### config.mk
export PLATFORM = sky130hd
export DESIGN_NAME = csa_calc_logic
export DESIGN_NICKNAME = d
export VERILOG_FILES = /design/src/csa_pkg.sv /design/src/csa_calc_logic.sv /design/src/csa_step_ctrl.sv /design/src/csa_combiner.sv /design/src/csa_reg_b.sv /design/src/csa_reg_a.sv
export VERILOG_INCLUDE_DIRS = /design/src
export SDC_FILE = /design/constraint.sdc
export NUM_CORES = 1
export LEC_CHECK = 0
export BUFFER_PORTS_ARGS = -buffer_cell sky130_fd_sc_hd__buf_4
export CAP_MARGIN = 5
export CORE_MARGIN = 3
export CORE_UTILIZATION = 55
export DETAILED_ROUTE_END_ITERATION = 8
export HOLD_SLACK_MARGIN = 0.03
export PLACE_DENSITY = 0.87
export RECOVER_POWER = 100
export SLEW_MARGIN = 0
export SYNTH_ARGS = -nofsm -noshare
export SYNTH_HDL_FRONTEND = slang
export SYNTH_SLANG_ARGS = --single-unit
export TNS_END_PERCENT = 1
### constraint.sdc
create_clock -name clk -period 2.84 [get_ports clk]
set_input_delay 0.142 -clock clk [delete_from_list [all_inputs] [get_ports clk]]
set_output_delay 0.142 -clock clk [all_outputs]
set_load 0.02 [all_outputs]
### src/csa_config.svh
`ifndef CSA_CONFIG_SVH
`define CSA_CONFIG_SVH

// ~~~~~~~~~~~~~~~~~~~~~~~~~~~~~~~~~~~~~~~~~~~~~~~~~~
// Engine widths
// ~~~~~~~~~~~~~~~~~~~~~~~~~~~~~~~~~~~~~~~~~~~~~~~~~~

// Step count as one bus word
`define CSA_DATA_WIDTH 32

// Five-byte seed and register state
`define CSA_IN_WIDTH 40

// Six-byte accumulated keystream result
`define CSA_OUT_WIDTH 48

`endif
### src/csa_pkg.sv
`include "csa_config.svh"

package csa_pkg;

	// ~~~~~~~~~~~~~~~~~~~~~~~~~~~~~~~~~~~~~~~~~~~~~~~~~~
	// Data types
	// ~~~~~~~~~~~~~~~~~~~~~~~~~~~~~~~~~~~~~~~~~~~~~~~~~~

	typedef logic [`CSA_DATA_WIDTH-1:0] csa_times_t; // Steps to run
	typedef logic [`CSA_IN_WIDTH-1:0]   csa_in_t;    // Seed, A and B state
	typedef logic [`CSA_OUT_WIDTH-1:0]  csa_out_t;   // Accumulator

	// ~~~~~~~~~~~~~~~~~~~~~~~~~~~~~~~~~~~~~~~~~~~~~~~~~~
	// Mixing constants
	// ~~~~~~~~~~~~~~~~~~~~~~~~~~~~~~~~~~~~~~~~~~~~~~~~~~

	// Feedback taps of register A with the top bit at the shifted-out position
	localparam csa_in_t CSA_A_POLY = 40'h80_0000_0053;

	// Whitening for the B seed
	localparam csa_in_t CSA_B_MASK = 40'hA5_C3_96_3C_5A;

endpackage

### src/csa_calc_logic.sv
`timescale 1ns/1ps

module csa_calc_logic #(
	parameter logic [7:0] ID = 8'd8
) (
	input  logic                clk,
	input  logic                rst_n,

	input  logic                csa_calc_logic_request,
	input  csa_pkg::csa_times_t csa_calc_logic_times,
	input  csa_pkg::csa_in_t    csa_calc_logic_in,
	input  logic                csa_calc_logic_reset,

	output logic                csa_calc_logic_ready,
	output logic                csa_calc_logic_inuse,
	output csa_pkg::csa_out_t   csa_calc_logic_out
);
	import csa_pkg::*;

	logic    load;
	logic    step;
	logic    clear;
	csa_in_t a_state;
	csa_in_t b_state;

	// ~~~~~~~~~~~~~~~~~~~~~~~~~~~~~~~~~~~~~~~~~~~~~~~~~~
	// Control
	// ~~~~~~~~~~~~~~~~~~~~~~~~~~~~~~~~~~~~~~~~~~~~~~~~~~

	csa_step_ctrl u_ctrl (
		.clk            (clk),
		.rst_n          (rst_n),
		.request        (csa_calc_logic_request),
		.times          (csa_calc_logic_times),
		.release_strobe (csa_calc_logic_reset),
		.load           (load),
		.step           (step),
		.clear          (clear),
		.ready          (csa_calc_logic_ready),
		.inuse          (csa_calc_logic_inuse)
	);

	// ~~~~~~~~~~~~~~~~~~~~~~~~~~~~~~~~~~~~~~~~~~~~~~~~~~
	// Keystream datapath
	// ~~~~~~~~~~~~~~~~~~~~~~~~~~~~~~~~~~~~~~~~~~~~~~~~~~

	csa_reg_a u_reg_a (
		.clk   (clk),
		.rst_n (rst_n),
		.load  (load),
		.step  (step),
		.seed  (csa_calc_logic_in),
		.state (a_state)
	);

	csa_reg_b #(
		.ID (ID)
	) u_reg_b (
		.clk   (clk),
		.rst_n (rst_n),
		.load  (load),
		.step  (step),
		.seed  (csa_calc_logic_in),
		.state (b_state)
	);

	csa_combiner u_combiner (
		.clk     (clk),
		.rst_n   (rst_n),
		.load    (load),
		.clear   (clear),
		.step    (step),
		.a_state (a_state),
		.b_state (b_state),
		.result  (csa_calc_logic_out)
	);

endmodule

### src/csa_step_ctrl.sv
`timescale 1ns/1ps

module csa_step_ctrl (
	input  logic                clk,
	input  logic                rst_n,
	input  logic                request,
	input  csa_pkg::csa_times_t times,
	input  logic                release_strobe,
	output logic                load,
	output logic                step,
	output logic                clear,
	output logic                ready,
	output logic                inuse
);
	import csa_pkg::*;

	typedef enum logic [1:0] {
		ST_IDLE,
		ST_STEP,
		ST_DONE
	} ctrl_state_t;

	ctrl_state_t cur_state;
	csa_times_t  remain; // Steps still to run

	// ~~~~~~~~~~~~~~~~~~~~~~~~~~~~~~~~~~~~~~~~~~~~~~~~~~
	// Strobes and status
	// ~~~~~~~~~~~~~~~~~~~~~~~~~~~~~~~~~~~~~~~~~~~~~~~~~~

	// Load on the same edge that takes the request
	assign load  = (cur_state == ST_IDLE) && request && !release_strobe;
	assign step  = (cur_state == ST_STEP) && (remain != '0) && !release_strobe;
	assign clear = release_strobe;
	assign ready = (cur_state == ST_DONE);
	assign inuse = (cur_state != ST_IDLE);

	// ~~~~~~~~~~~~~~~~~~~~~~~~~~~~~~~~~~~~~~~~~~~~~~~~~~
	// Sequencer
	// ~~~~~~~~~~~~~~~~~~~~~~~~~~~~~~~~~~~~~~~~~~~~~~~~~~

	always_ff @(posedge clk) begin
		if (!rst_n) begin
			cur_state <= ST_IDLE;
			remain    <= '0;
		end else if (release_strobe) begin
			cur_state <= ST_IDLE; // Release wins in any state
			remain    <= '0;
		end else begin
			case (cur_state)
				ST_IDLE: begin
					if (request) begin
						cur_state <= ST_STEP;
						remain    <= times;
					end
				end
				ST_STEP: begin
					if (remain != '0) begin
						remain <= remain - 1'b1;
					end else begin
						cur_state <= ST_DONE; // One edge after the last step
					end
				end
				ST_DONE: begin
					cur_state <= ST_DONE; // Hold until released
				end
				default: begin
					cur_state <= ST_IDLE;
				end
			endcase
		end
	end

endmodule

### src/csa_combiner.sv
`timescale 1ns/1ps

module csa_combiner (
	input  logic              clk,
	input  logic              rst_n,
	input  logic              load,
	input  logic              clear,
	input  logic              step,
	input  csa_pkg::csa_in_t  a_state,
	input  csa_pkg::csa_in_t  b_state,
	output csa_pkg::csa_out_t result
);
	import csa_pkg::*;

	localparam int OW  = $bits(csa_out_t);
	localparam int IW  = $bits(csa_in_t);
	localparam int PAD = OW - IW;

	csa_out_t rotated;
	csa_out_t a_term;
	csa_out_t b_term;
	csa_out_t folded;

	// ~~~~~~~~~~~~~~~~~~~~~~~~~~~~~~~~~~~~~~~~~~~~~~~~~~
	// Fold
	// ~~~~~~~~~~~~~~~~~~~~~~~~~~~~~~~~~~~~~~~~~~~~~~~~~~

	assign rotated = {result[OW-6:0], result[OW-1:OW-5]}; // Rotate left by 5
	assign a_term  = {{PAD{1'b0}}, a_state};               // A in the low bits
	assign b_term  = {b_state, {PAD{1'b0}}};               // B in the high bits
	assign folded  = rotated ^ a_term ^ b_term;

	// A and B are sampled before they advance on the same edge
	always_ff @(posedge clk) begin
		if (!rst_n) begin
			result <= '0;
		end else if (clear || load) begin
			result <= '0;
		end else if (step) begin
			result <= folded;
		end
	end

endmodule

### src/csa_reg_b.sv
`timescale 1ns/1ps

module csa_reg_b #(
	parameter logic [7:0] ID = 8'd8
) (
	input  logic             clk,
	input  logic             rst_n,
	input  logic             load,
	input  logic             step,
	input  csa_pkg::csa_in_t seed,
	output csa_pkg::csa_in_t state
);
	import csa_pkg::*;

	localparam int W = $bits(csa_in_t);

	csa_in_t    load_value;
	csa_in_t    rotated;
	logic [7:0] mix;
	csa_in_t    next_state;

	// Whitened seed with the engine identity in the low byte
	assign load_value = seed ^ CSA_B_MASK ^ {{(W-8){1'b0}}, ID};

	// ~~~~~~~~~~~~~~~~~~~~~~~~~~~~~~~~~~~~~~~~~~~~~~~~~~
	// Nonlinear step
	// ~~~~~~~~~~~~~~~~~~~~~~~~~~~~~~~~~~~~~~~~~~~~~~~~~~

	assign rotated    = {state[W-4:0], state[W-1:W-3]}; // Rotate left by 3
	assign mix        = state[W-1:W-8] & state[15:8];   // Old top byte AND old byte 1
	assign next_state = {rotated[W-1:8], rotated[7:0] ^ mix};

	always_ff @(posedge clk) begin
		if (!rst_n) begin
			state <= '0;
		end else if (load) begin
			state <= load_value;
		end else if (step) begin
			state <= next_state;
		end
	end

endmodule

### src/csa_reg_a.sv
`timescale 1ns/1ps

module csa_reg_a (
	input  logic             clk,
	input  logic             rst_n,
	input  logic             load,
	input  logic             step,
	input  csa_pkg::csa_in_t seed,
	output csa_pkg::csa_in_t state
);
	import csa_pkg::*;

	localparam int W = $bits(csa_in_t);

	csa_in_t next_state;

	// Galois form with one shift per step
	always_comb begin
		next_state = {state[W-2:0], 1'b0};
		if (state[W-1]) begin
			next_state = next_state ^ CSA_A_POLY; // Bit fell off the top
		end
	end

	always_ff @(posedge clk) begin
		if (!rst_n) begin
			state <= '0;
		end else if (load) begin
			state <= seed;
		end else if (step) begin
			state <= next_state;
		end
	end

endmodule

==> metrics.cfg, run 1 <==
[synthesis]
synthDistinctLibCells = 51
synth-seq-cells = 162
syn_avg_cell_area_um2 = 8.819
yosysSeqAreaShare_pct = 41.41
synth_nets = 968
ys_warn_count = 0
synth_edf_count = 0
synth_cells = 888
ys.flop_type = dfxtp_1
async_reset_ff_share_pct = 0
synth_area_um2 = 7831

[setup_path]
crit_top_cell = buf_4
path_cells = inv_1 -> ha_1 -> nor3b_1 -> buf_4 -> and4_4 -> a41o_4 -> buf_6 -> a21o_1 -> and2_4 -> buf_4 -> a221o_1
crit_path_start = u_ctrl.remain[0]
worstSetupEndpointType = register
reg2regPathDepth = 11
rrSetupSlack_ns = 0.12
worstSetupStartpointType = register
crit_path_max_incr_delay_ns = 0.36
reg2reg_to = u_reg_b.state[21]
arrival_ns = 3.03
r2r_start = u_ctrl.remain[0]
cp.required_ns = 3.16
cp_max_fo = 23
cpMaxStageDelayCell = a221o_1
critPathKind = register to register

[final_layout]
diodes = 0
drive_above_1_share_pct = 16.14
syn_to_final_growth_pct = 19.64
fin_cells = 1186
final_nets = 1078

[sta]
slew_viol_final = 0
holdWs_ns = 0.03677
finalSetupViolCount = 0
finClkSkew_ns = 0.01181
hold_viol_final = 0
min_period_ns = 2.716
relSlewSlack_pct = 30.12
rsz0062_at_grt = no
worst_pin_slew_ns = 1.047
min_period_over_period_pct = 95.62
setup_ws_ns = 0.1243
max_freq_ghz = 0.3682
tns_ns = 0

[clock_tree]
cts_tree = done
cts.reportedPaths.clkPinSlew_ns = 0.07
insertion_delay_ns = 0.43
numCtsBuffers = 17
clock-sinks = 162
clock_path_buffers = 2
clockRootBuffer = clkbuf_16
cts_setup_buffers = 0
htreeDepth = 4

[detailed_routing]
vias_per_cell = 6.347
ant_nets = 0
num_vias = 7528
drc = 0
first_iter_violations = 1019
totalWireLength_um = 23520
drtPass1Iterations = 5
wl_per_cell_um = 19.83

[flow_run]
maxCapViolCount = 0

[power_and_ir_drop]
swShare_pct = 28.43
switching_power_mw = 1.581
p_leak_nw = 3.411
p_int_mw = 3.980
p_per_area_nw_per_um2 = 593.6
ir_drop_mv = 0.4328
seqPwrFrac_pct = 44.7
combinationalPowerShare_pct = 16.2
total_power_mw = 5.561
p_clk_share_pct = 39.1

[placement]
post-place-ws_ns = -0.06629
numPortBuffers = 125
hpwl_um = 15100
gp_congestion = 0.8991
placed_cells = 1143

[global_routing]
antenna_found_initial = 0
globalRouteTotalUtil_pct = 27.78
grt-ovfl-total = 0
grt_pass1_wl_um = 35670
first_global_vias = 6899
grt_max_degree = 68

[min_path]
hold_end = u_reg_b.state[24]
hold-path-cell-count = 3
hp-class = input pin to register
hp-start = csa_calc_logic_in[24]

[die]
coreArea_um2 = 13560
die_width_um = 125.3
io_pins = 126
start_util_pct = 57.76
die_area_um2 = 15710
rows = 42
die_height_um = 125.3

[run_status]
status = complete, no violations

[registers in the layout, indices dropped and copies added (netlist names)]
name	flops
u_combiner.result	48
u_reg_a.state	40
u_reg_b.state	40
u_ctrl.remain	32
u_ctrl.cur_state	2
[Yosys cell counts (2+ instances only)]
cell	number	area, um^2
or2_2	3	18.77
and3_1	40	250.2
a21oi_1	70	350.3
nor3_2	2	20.02
and2_1	2	12.51
inv_1	8	30.03
o32ai_1	12	105.1
nand4_1	9	56.30
nor3_1	21	105.1
buf_1	2	7.510
mux2i_1	8	80.08
o2bb2ai_1	3	26.28
xnor2_1	87	762.0
a31oi_1	5	31.28
o21ai_0	16	80.08
ha_1	4	50.05
a221o_1	52	520.5
a31o_2	3	26.28
a22oi_1	3	22.52
or4_1	2	15.01
a211oi_1	18	135.1
nor3b_1	3	22.52
nand2_1	134	503.0
nor2b_1	4	25.02
o21a_1	2	15.01
buf_6	8	90.09
a221oi_1	2	17.52
a21o_1	2	15.01
or4_4	2	22.52
a21boi_0	25	187.7
nand3_1	5	25.02
nor4_1	13	81.33
nor2_1	38	142.6
o22ai_1	4	25.02
o31ai_1	3	22.52
o221a_2	16	180.2
or3_1	7	43.79
buf_2	7	35.03
dfxtp_1	162	3243
clkbuf_1	52	195.2
xor2_1	5	43.79
nand2b_1	5	31.28
o211ai_1	11	82.58
[cells by family (layout without fill, tap and decap cells)]
family | after synthesis | count (layout) | share of synthesized area [%]
muxes | 8 | 8 | 1.023
buffers and inverters | 78 | 198 | 4.665
xor gates and xnor gates | 92 | 92 | 10.29
and+or+nand+nor | 293 | 295 | 18.02
DFF | 162 | 162 | 41.41
adders and majority gates | 4 | 4 | 0.6391
AOI/OAI and AO/OA | 251 | 251 | 23.95
[worst max-delay path by stage]
| stage | to | depth (start not counted) |
|---|---|---|
| 2_1_floorplan | u_reg_b.state[8] | 13 |
| 3_3_place_gp | u_reg_a.state[31] | 9 |
| 4_1_cts | u_combiner.result[4] | 10 |
| 3_5_place_dp | u_combiner.result[7] | 10 |
| 5_1_grt | u_reg_b.state[21] | 11 |
| 6_report | u_reg_b.state[21] | 11 |
[metal layers]
metal  track usage, %  vias to the layer above  wire length, um
met4            10.14                        0              646
met3            6.525                       60             2236
li1                 -                     3478                -
met5                0                        -                0
met1            36.37                     3570             9359
met2            45.02                      420            11280
[metrics by stage]
stage / utilization, % / area [um^2]
floorplan: - / 7831
global placement: 65.56 / 8889
detailed placement: 65.56 / 8889
CTS: 70.32 / 9534
global route: 69.10 / 9369
finish: 69.10 / 9369
[area by class of cell]
class	instances	area, um^2
multi-input combinational	650	4277
fill	1070	4189
sequential	162	3243
timing repair buffer	159	1057
clock buffer	20	436.7
tap	176	220.2
clock inverter	11	105.1
inverter	8	30.03
[what timing repair did]
action,in CTS,in global routing
gates cloned,0,2
gates resized for setup,1,4
pin swaps,1,2
endpoints found under the setup margin,19,81
hold endpoints to repair,10,0
hold buffers,10,0
[critical path: cells and delay by family, from the launching register on]
kind,cells,cell delay [ns]
compound gates,3,0.81
buf+inv,4,0.58
flops,1,0.34
fa+ha+maj,1,0.25
simple gates,3,0.60
[power by group through the flow]
| stage | registers, mW | clock network (mW) | logic, mW |
|---|---|---|---|
| 2_1_floorplan | 2.50 | 0 | 0.616 |
| 6_report | 2.49 | 2.17 | 0.903 |
| 3_5_place_dp | 2.53 | 0 | 0.858 |
| 5_1_grt | 2.50 | 2.27 | 0.978 |
| 3_3_place_gp | 2.53 | 0 | 0.844 |
| 4_1_cts | 2.48 | 2.17 | 0.880 |
[cells in the final DEF (no fill, tap or decap), types with 9 or more instances in the layout]
cell | netlist | routed
a211oi_1 | 18 | 18
a21boi_0 | 25 | 25
a21oi_1 | 70 | 71
a221o_1 | 52 | 52
and3_1 | 40 | 40
buf_4 | 1 | 93
clkbuf_1 | 52 | 54
clkbuf_16 | 0 | 17
dfxtp_1 | 162 | 162
dlygate4sd3_1 | 0 | 10
nand2_1 | 134 | 133
nand4_1 | 9 | 9
nor2_1 | 38 | 35
nor3_1 | 21 | 21
nor4_1 | 13 | 13
o211ai_1 | 11 | 11
o21ai_0 | 16 | 16
o221a_2 | 16 | 16
o32ai_1 | 12 | 12
xnor2_1 | 87 | 87
No activity file was read; power rests on OpenSTA's default activity.
==> run 2, diff against run 1 <==
--- a/config.mk
+++ b/config.mk
@@ -12,7 +12,7 @@
 export CORE_UTILIZATION = 55
 export DETAILED_ROUTE_END_ITERATION = 8
 export HOLD_SLACK_MARGIN = 0.03
-export PLACE_DENSITY = 0.87
+export PLACE_DENSITY = 0.83
 export RECOVER_POWER = 100
 export SLEW_MARGIN = 0
 export SYNTH_ARGS = -nofsm -noshare
==> constraint.sdc (replaced) <==
create_clock -name clk -period 2.84 [get_ports clk]
set_input_delay 0 -clock clk [delete_from_list [all_inputs] [get_ports clk]]
set_output_delay 0 -clock clk [all_outputs]
set_load 0.02 [all_outputs]
==> run 2 against run 1 <==
Routed wire length grew 4.6%. Maximum frequency shrank 1.6%. Critical path depth shrank 3. Sequential share of layout area shrank 2.3 points. Largest power group unchanged.
==> metrics.cfg, run 2 (synthesis gave the netlist of run 1 again) <==
[setup_path]
arrival_ns = 3.13
worstSetupStartpointType = register
cp.required_ns = 3.21
critPathKind = register to register
worstSetupEndpointType = register
cp_max_fo = 9

[clock_tree]
insertion_delay_ns = 0.43
numCtsBuffers = 17
htreeDepth = 4
clockRootBuffer = clkbuf_16
cts_setup_buffers = 0
cts_tree = done
clock_path_buffers = 2
clock-sinks = 162
cts.reportedPaths.clkPinSlew_ns = 0.07

[power_and_ir_drop]
p_leak_nw = 3.702
swShare_pct = 28.31
combinationalPowerShare_pct = 17.5
p_clk_share_pct = 38.5
p_int_mw = 4.047
switching_power_mw = 1.598
total_power_mw = 5.646
ir_drop_mv = 0.4406
p_per_area_nw_per_um2 = 562.1
seqPwrFrac_pct = 44.1

[die]
die_height_um = 125.3
die_area_um2 = 15710
start_util_pct = 57.76
rows = 42
coreArea_um2 = 13560
io_pins = 126
die_width_um = 125.3

[final_layout]
final_core_util_pct = 74.08
fin_area_um2 = 10040
fin_cells = 1249
final_cell_mix = 162 x dfxtp_1, 133 x nand2_1, 94 x buf_4
mostFrequentLayoutCell = dfxtp_1
diodes = 0
drive_above_1_share_pct = 15.75
syn_to_final_growth_pct = 28.25
largest_reg_flops = 48
final.fill_count = 981
biggestRegsByFlops = u_combiner.result (48), u_reg_a.state (40), u_reg_b.state (40)
regMostFlops = u_combiner.result
final_nets = 1140

[placement]
placed_cells = 1142
post-place-ws_ns = 0.06884
numPortBuffers = 125
place_area_um2 = 8906
hpwl_um = 15440
gp_congestion = 0.9289

[sta]
min_period_over_period_pct = 97.20
slew_viol_final = 0
holdWs_ns = 0.06607
finalSetupViolCount = 0
finClkSkew_ns = 0.008570
hold_viol_final = 0
relSlewSlack_pct = 19.09
min_period_ns = 2.760
rsz0062_at_grt = yes
setup_ws_ns = 0.07950
tns_ns = 0
worst_pin_slew_ns = 1.211
max_freq_ghz = 0.3623

[global_routing]
grt_pass1_wl_um = 38960
grt_max_degree = 68
first_global_vias = 7391
grt-ovfl-total = 0
globalRouteTotalUtil_pct = 30.28
antenna_found_initial = 0

[min_path]
hp-class = input pin to register

[detailed_routing]
num_vias = 7814
drc = 0
first_iter_violations = 856
wl_per_cell_um = 19.69
drtPass1Iterations = 6
ant_nets = 0
totalWireLength_um = 24600
vias_per_cell = 6.256

[run_status]
status = complete, no violations

[flow_run]
maxCapViolCount = 0

run 2: changes by cell type in the layout (fill, tap and decap cells not counted), sizes merged:
cell,change
bufinv,-1
buf,+1
inv,-1
dlygate4sd3,+64
clkinv,+3
clkbuf,-1
clkinvlp,-1
nor2,-1
run 2: critical path: stages (launching register included):
cell           delay [ns]
dfxtp_1              0.34
or4_4                0.58
nor3_2               0.36
a41o_4               0.37
buf_4                0.15
nor3b_1              0.05
xnor2_1              0.12
a21oi_1              0.15
dlygate4sd3_1        0.57
run 2: path summary, 6_finish.rpt:
check / endpoint / cells after the start / slack (ns) / start
worst min-delay path: u_combiner.result[37] / 4 / 0.07 / csa_calc_logic_reset
worst max-delay path: u_reg_a.state[39] / 8 / 0.08 / u_ctrl.remain[27]
worst min register to register: u_ctrl.remain[29] / 2 / 0.48 / u_ctrl.remain[29]
worst max register to register: u_reg_a.state[39] / 8 / 0.08 / u_ctrl.remain[27]
run 2: final cells by class:
cell class	instances	area, um^2	area share (%)
Clock buffer	21	480.5	4.784
Clock inverter	11	78.83	0.7848
Inverter	8	30.03	0.2990
Multi-Input combinational cell	649	4277	42.58
Sequential cell	162	3243	32.29
Tap cell	176	220.2	2.193
Timing Repair Buffer	222	1714	17.07
run 2: repair_timing:
action	4_1_cts	5_1_grt
gates resized for setup	0	4
setup endpoints to repair	0	76
hold buffers	74	0
hold endpoints to repair	112	0
run 2: layer usage:
metal / wire (um) / vias up / global-route usage, % / part of all wire (%)
li1: - / 3599 / - / -
met1: 10110 / 3715 / 39.56 / 41
met2: 11830 / 444 / 50.87 / 48
met3: 2065 / 56 / 5.373 / 8.4
met4: 595 / 0 / 10.20 / 2.4
met5: 0 / - / 0 / 0
run 2: power by group through the flow:
stage	sequential [mW]	combinational, mW	clock [mW]
2_1_floorplan	2.50	0.616	0
3_3_place_gp	2.53	0.851	0
3_5_place_dp	2.53	0.864	0
4_1_cts	2.48	0.954	2.17
5_1_grt	2.50	1.07	2.26
6_report	2.49	0.986	2.17
